## src/ncpu_rr_cfg.svh

```systemverilog
////////////////////
// Sizing macros for the register-read stage and register file
////////////////////
`ifndef NCPU_RR_CFG_SVH
`define NCPU_RR_CFG_SVH

// Issue lanes per group
`define NCPU_IW 2

`define NCPU_DW 32         // Data width
`define NCPU_PRF_AW 6      // 64 physical registers
`define NCPU_PC_W 32       // PC width

// Reorder buffer id width
`define NCPU_ROB_AW 4

// Merged opcode word per lane
`define NCPU_UOP_W 8

`endif

```

## src/ncpu_rr_pkg.sv

```systemverilog
////////////////////
// Issue, execute and writeback types
////////////////////
`include "ncpu_rr_cfg.svh"

package ncpu_rr_pkg;

   // One issued lane as it leaves the issue queue
   typedef struct packed {
      logic                      lane_valid;
      logic [`NCPU_UOP_W-1:0]    opc;
      logic [`NCPU_PC_W-1:0]     pc;
      logic [`NCPU_DW-1:0]       imm;
      logic [`NCPU_PRF_AW-1:0]   prs1;
      logic                      prs1_re;
      logic [`NCPU_PRF_AW-1:0]   prs2;
      logic                      prs2_re;
      logic [`NCPU_PRF_AW-1:0]   prd;
      logic                      prd_we;
      logic [`NCPU_ROB_AW-1:0]   rob_id;
   } rr_uop_t;

   typedef rr_uop_t [`NCPU_IW-1:0] rr_group_t;

   // Lane toward execution, operands filled in
   typedef struct packed {
      logic                      lane_valid;
      logic [`NCPU_UOP_W-1:0]    opc;
      logic [`NCPU_PC_W-1:0]     pc;
      logic [`NCPU_DW-1:0]       imm;
      logic [`NCPU_PRF_AW-1:0]   prd;
      logic                      prd_we;
      logic [`NCPU_ROB_AW-1:0]   rob_id;
      logic [`NCPU_DW-1:0]       operand1;
      logic [`NCPU_DW-1:0]       operand2;
   } ex_uop_t;

   typedef ex_uop_t [`NCPU_IW-1:0] ex_group_t;

   typedef struct packed {
      logic                      we;
      logic [`NCPU_PRF_AW-1:0]   addr;
      logic [`NCPU_DW-1:0]       data;
   } prf_wb_t;

   typedef struct packed {
      logic                      re;
      logic [`NCPU_PRF_AW-1:0]   addr;
   } prf_rd_t;

endpackage

```

## src/hds_buf.sv

```systemverilog
////////////////////
// One-entry valid/ready pipeline buffer with flush
////////////////////
`timescale 1ns/1ps

module hds_buf
(
   input  logic   clk,
   input  logic   arst_n,
   input  logic   flush,
   input  logic   a_valid,
   output logic   a_ready,
   output logic   b_valid,
   input  logic   b_ready,
   output logic   p_ce
);

   logic valid_q;   // Stage holds a group

   // Room when empty or when the held group drains this cycle
   assign a_ready = ~valid_q | b_ready;

   // Load enable for the stage payload registers
   // A flush edge takes nothing in
   assign p_ce = a_valid & a_ready & ~flush;

   always_ff @(posedge clk or negedge arst_n)
   begin
      if (~arst_n)
      begin
         valid_q <= 1'b0;
      end
      else if (flush)
      begin
         valid_q <= 1'b0;   // Drop whatever is held
      end
      else if (p_ce)
      begin
         valid_q <= 1'b1;
      end
      else if (b_ready)
      begin
         valid_q <= 1'b0;   // Drained, nothing new behind it
      end
   end

   assign b_valid = valid_q;

endmodule

```

## src/ro.sv

```systemverilog
////////////////////
// Register-read stage between issue and execution
////////////////////
`timescale 1ns/1ps
`include "ncpu_rr_cfg.svh"

module ro
   import ncpu_rr_pkg::*;
(
   input  logic                                 clk,
   input  logic                                 arst_n,
   input  logic                                 flush,
   input  rr_group_t                            in_group,
   input  logic                                 in_valid,
   output logic                                 in_ready,
   output prf_rd_t [2*`NCPU_IW-1:0]             rd_port,
   input  logic [2*`NCPU_IW-1:0][`NCPU_DW-1:0]  rd_data,
   output ex_group_t                            ex_group,
   output logic                                 ex_valid,
   input  logic                                 ex_ready
);

   // Fields held in the stage, operands come later from the register file
   typedef struct packed {
      logic                      lane_valid;
      logic [`NCPU_UOP_W-1:0]    opc;
      logic [`NCPU_PC_W-1:0]     pc;
      logic [`NCPU_DW-1:0]       imm;
      logic [`NCPU_PRF_AW-1:0]   prd;
      logic                      prd_we;
      logic [`NCPU_ROB_AW-1:0]   rob_id;
      logic                      prs1_re;
      logic                      prs2_re;
   } ro_hold_t;

   logic                         p_ce;     // Stage load enable
   ro_hold_t [`NCPU_IW-1:0]      hold_q;

   hds_buf u_buf
   (
      .clk     (clk),
      .arst_n  (arst_n),
      .flush   (flush),
      .a_valid (in_valid),
      .a_ready (in_ready),
      .b_valid (ex_valid),
      .b_ready (ex_ready),
      .p_ce    (p_ce)
   );

   // Reads go out in the same cycle the group is accepted
   always_comb
   begin
      for (int i = 0; i < `NCPU_IW; i++)
      begin
         rd_port[2*i].re     = p_ce & in_group[i].lane_valid & in_group[i].prs1_re;
         rd_port[2*i].addr   = in_group[i].prs1;
         rd_port[2*i+1].re   = p_ce & in_group[i].lane_valid & in_group[i].prs2_re;
         rd_port[2*i+1].addr = in_group[i].prs2;
      end
   end

   always_ff @(posedge clk)
   begin
      if (p_ce)
      begin
         for (int i = 0; i < `NCPU_IW; i++)
         begin
            hold_q[i].lane_valid <= in_group[i].lane_valid;
            hold_q[i].opc        <= in_group[i].opc;
            hold_q[i].pc         <= in_group[i].pc;
            hold_q[i].imm        <= in_group[i].imm;
            hold_q[i].prd        <= in_group[i].prd;
            hold_q[i].prd_we     <= in_group[i].prd_we;
            hold_q[i].rob_id     <= in_group[i].rob_id;
            hold_q[i].prs1_re    <= in_group[i].prs1_re;
            hold_q[i].prs2_re    <= in_group[i].prs2_re;
         end
      end
   end

   // Unread sources and empty lanes give zero operands
   always_comb
   begin
      for (int i = 0; i < `NCPU_IW; i++)
      begin
         ex_group[i].lane_valid = hold_q[i].lane_valid;
         ex_group[i].opc        = hold_q[i].opc;
         ex_group[i].pc         = hold_q[i].pc;
         ex_group[i].imm        = hold_q[i].imm;
         ex_group[i].prd        = hold_q[i].prd;
         ex_group[i].prd_we     = hold_q[i].prd_we;
         ex_group[i].rob_id     = hold_q[i].rob_id;
         ex_group[i].operand1   = (hold_q[i].lane_valid & hold_q[i].prs1_re) ?
                                  rd_data[2*i] : '0;
         ex_group[i].operand2   = (hold_q[i].lane_valid & hold_q[i].prs2_re) ?
                                  rd_data[2*i+1] : '0;
      end
   end

endmodule
```

## config.mk

```make
export PLATFORM = sky130hd
export DESIGN_NAME = ro
export DESIGN_NICKNAME = d
export VERILOG_FILES = /design/src/ncpu_rr_pkg.sv /design/src/hds_buf.sv /design/src/ro.sv
export VERILOG_INCLUDE_DIRS = /design/src /design/src/src
export SDC_FILE = /design/constraint.sdc
export NUM_CORES = 1
export LEC_CHECK = 0
export ABC_AREA = 1
export BUFFER_PORTS_ARGS = -buffer_cell sky130_fd_sc_hd__buf_2
export CORE_AREA = 2 2 251 253
export CTS_BUF_LIST = sky130_fd_sc_hd__clkbuf_8
export CTS_CLUSTER_SIZE = 8
export DETAILED_ROUTE_END_ITERATION = 6
export DIE_AREA = 0 0 253 255
export GPL_ROUTABILITY_DRIVEN = 0
export PLACE_DENSITY = 0.43
export SLEW_MARGIN = 20
export SYNTH_ARGS = -nofsm -noshare
export SYNTH_HDL_FRONTEND = slang
export SYNTH_HIERARCHICAL = 1
export SYNTH_SLANG_ARGS = --single-unit
```

## constraint.sdc

```tcl
create_clock -name clk -period 7.35 [get_ports clk]
set_clock_uncertainty 0.1 [all_clocks]
set_input_delay 0 -clock clk [delete_from_list [all_inputs] [get_ports clk]]
set_output_delay 0 -clock clk [all_outputs]
set_load 0.02 [all_outputs]
```

### Yosys cells after proc, flatten, opt, wreduce, memory -nomap -nowiden

Index checks and enable logic that the tools add are counted.
Widths: inputs -> output; s select.

| operators by class | value |
|---|---|
| bitwise gates (word level) | 15 |
| reduce and logical (&&, ||, !) cells | 1 |
| mux-type cells | 7 |

Operators by type and width:

| cell | number |
|---|---|
| $mux 32 | 4 |
| $and 1x1->1 | 12 |
| $mux 1 | 3 |
| $reduce_bool 3->1 | 1 |
| $not 1->1 | 2 |
| $or 1x1->1 | 1 |

| word-level totals | value |
|---|---|
| flip-flop bits (word level) | 173 |
| word-level logic and storage cells | 42 |
| bits of input ports | 329 |

### Depth between registers and ports, before layout

| depth | value |
|---|---|
| word-level depth | 6 |
| mapped depth | 6 |

### Hierarchy

The synthesis kept the hierarchy.

By module, submodules not included:

| module | cells each | instances | area each (um2) |
|---|---|---|---|
| ro | 646 | 1 | 7,935.1 |
| hds_buf | 9 | 1 | 61.3 |

### Worst setup path after synthesis

OpenSTA, ideal clock, no wires.

| path | value |
|---|---|
| path kind | register -> output |
| start | register u_buf.valid_q (netlist: u_buf/b_valid) |
| end | output port rd_port[13] in the netlist's numbering |
| required time | 7,250 ps |
| slack | 1,399 ps |
| data arrival time | 5,851 ps |
| cell stages (with the launch flop) | 6 |
| path through | dfrtp_1 nand2_2 inv_2 nor2_2 nand2_1 nor2_1 |

RTL lines:

| element | RTL line | RTL |
|---|---|---|
| start, declared | hds_buf.sv:18 | `logic valid_q;` |
| start signal, assigned | hds_buf.sv:31 | `valid_q <= 1'b0;` |
| start signal, assigned | hds_buf.sv:35 | `valid_q <= 1'b0;` |
| start signal, assigned | hds_buf.sv:39 | `valid_q <= 1'b1;` |
| end, declared | ro.sv:16 | `` output prf_rd_t [2*`NCPU_IW-1:0] rd_port, `` |

==> results by group <==
Run status
  – Outcome: completed

Timing
  – Slew Limit Fails: 0
  – Final Hold Viols: 0
  – Period utilization: 41.1%
  – Final setup viols: 0
  – Max transition margin: 33.9%
  – FMAX: 331 MHz
  – RSZ-0062 raised after global routing: false
  – Slew @ Worst Pin: 0.988 ns
  – Setup TNS: 0 ns
  – Final Critical Period: 3.02 ns

Die
  – I/O pins: 655
  – Die Width: 253 um
  – Core Region: 0.0622 mm2
  – Die Area: 0.0645 mm2
  – Row Count: 92
  – Initial Util: 12.9%
  – Die span in y: 255 um

Detailed routing
  – Initial DRT Pass Iterations: 4
  – Starting DRT DRC Count: 282
  – Met2 WL: 15,200 um
  – M1 WL: 10,900 um
  – Post-Route WL: 30,000 um
  – Met3 WL: 2970 um
  – Vias post-DR: 6,953
  – Top sig layer: met4
  – Drc violations: 0
  – WL/cell: 13.5 um
  – Routed Antenna Nets: 0
  – DR vias/cell: 3.12

Synth
  – Post-synthesis sequential area ratio: 64.9%
  – Synth Area per Inst: 12.2 um2
  – Syn Inst Count: 655
  – #FFs+latches synth: 173
  – Unique masters post-synth: 12
  – YS warnings: 6
  – Post-Syn Area: 0.00800 mm2
  – Syn nets: 984

Layout
  – Reg area: 0.00519 mm2
  – Most frequent cells in the layout: 606 x buf_2, 334 x dlygate4sd3_1, 172 x edfxtp_1
  – Share of layout cells above drive strength 1: 49.6%
  – Area of the multi-input gates: 728 um2
  – Layout area overhead: 78.4%
  – Total of fill cells in the finished design: 6,663
  – Nets: 1,742
  – Commonest non-fill, non-tap cell in the layout: buf_2

GRT
  – First-pass GRT wire length: 40,600 um
  – Global-route usage over all layers: 8.69%
  – Largest net degree at the start of global routing: 64
  – Antenna violations before repair: 4
  – Overflow after GRT: 0
  – Vias in the first global route: 7,090

Clock tree
  – Worst skew pair latency: 0.53 ns
  – Root Buffer: clkbuf_8
  – Maximum level of the CTS H-tree: 4
  – CTS Sinks: 173
  – Postcts setup bufs: 0
  – CTS Buffer Depth: 2
  – Clk slew on worst S/H paths: 0.11 ns
  – CTS tree: yes
  – Cts bufs inserted: 17

Critical path
  – Worst EP arrival: 2.92 ns
  – Reg2Reg Depth: 5
  – Critical R2R Capture: ex_group[241]
  – Element type at the critical path start: register
  – Flop2flop setup slack: 4.94 ns
  – Crit end category: output pin
  – Critical Path Fanout Max: 54
  – Reg2reg start: u_buf/b_valid
  – Critical Path RT: 7.25 ns
  – Crit path kind: register to output pin

Min path
  – Hold Path Sink: ex_group[104]
  – Hold crit path type: input pin to register
  – Hold Path Stages: 2
  – Hold path start: in_group[54]

Pwr
  – PwrDens: 163 mW/mm2
  – Internal Power: 1.65 mW
  – Comb pwr share: 19.4%
  – Sw frac: 29.0%
  – VDD IR max: 0.135 mV
  – Overall Power: 2.33 mW
  – Sequential power share: 49.3%
  – P_sw: 677 uW
  – Clock power share: 31.3%
  – Leak: 6.81 nW

Flow run
  – Total of max-cap violations: 0

Placement
  – Port Buffer Count: 606
  – Dpl hpwl: 22,200 um
through the flow:
stage / instances / util [%] / hold WS, ns / area [um2] / setup slack, ns
global route: 2226 / 22.9 / 0.0283 / 14300 / 4.04
floorplan: 655 / - / -0.396 / 8000 / 1.40
CTS: 2225 / 22.9 / 0.0000782 / 14300 / 4.21
detailed placement: 1859 / 16.9 / -0.309 / 10500 / 4.60
global placement: 1859 / 16.9 / -0.313 / 10500 / 4.64
finish: 2228 / 22.9 / 0.0896 / 14300 / 4.33
state kept, by name, summed over array words and instances, names as in the netlist:
register       count
hold_q             4
ex_group         168
u_buf/b_valid      1
metal layers:
layer  GRT usage [%]  up-vias
met5               0        -
met4            4.34        0
met3            4.32       45
met2            15.2      374
met1            8.50     3194
li1                -     3340
kinds of logic after synthesis:
family / after synthesis / synth area share, %
flops: 173 / 64.9
simple gates: 143 / 9.04
buf+inv: 339 / 26.1
synth_stat cells:
cell type / n / share of area, %
nand3_1: 1 / 0.063
nand2_1: 4 / 0.19
inv_1: 134 / 6.3
edfxtp_1: 172 / 65
buf_4: 192 / 18
inv_2: 1 / 0.047
nor2_1: 72 / 3.4
nor2_2: 57 / 4.5
nor2_4: 4 / 0.56
dfrtp_1: 1 / 0.31
buf_6: 12 / 1.7
nand2_2: 5 / 0.39
power groups by stage:
stage / clock network (mW) / registers, mW / logic [mW]
2_1_floorplan: 0 / 1.17 / 0.210
3_3_place_gp: 0 / 1.17 / 0.302
3_5_place_dp: 0 / 1.17 / 0.304
4_1_cts: 0.794 / 1.15 / 0.453
5_1_grt: 0.811 / 1.15 / 0.488
6_report: 0.730 / 1.15 / 0.453
worst max-delay path by stage:
stage             startpoint          end  slack [ns]  depth (start not counted)
6_report       u_buf/b_valid  rd_port[13]        4.33                          8
5_1_grt        u_buf/b_valid   rd_port[6]        4.04                          8
4_1_cts        u_buf/b_valid  rd_port[13]        4.21                          8
3_5_place_dp   u_buf/b_valid  rd_port[13]        4.60                          8
3_3_place_gp   u_buf/b_valid  rd_port[13]        4.64                          8
2_1_floorplan  u_buf/b_valid  rd_port[13]        1.40                          5
area by class of cell:
class	instances	share of cell area, %
clock inverters	15	1.39
repair buffers	943	44.9
inverters	135	3.55
diodes	3	0.0526
multi-input cells	143	5.11
well taps	799	7.01
flip-flops and latches	173	36.4
clock buffers	17	1.64
critical path: stages (launching register included):
cell	delay (ns)
dfrtp_1	0.42
nand2_2	0.09
inv_2	0.04
nor2_4	0.11
buf_4	0.50
buf_4	0.65
nand2_1	0.15
nor2_1	0.13
buf_2	0.18
timing repair:
| action | 4_1_cts | 5_1_grt |
|---|---|---|
| hold buffers | 334 | 0 |
| endpoints found under the hold margin | 211 | 0 |
| gates resized for setup | 0 | 0 |
Note: power is estimated with default switching activity, not from simulation.
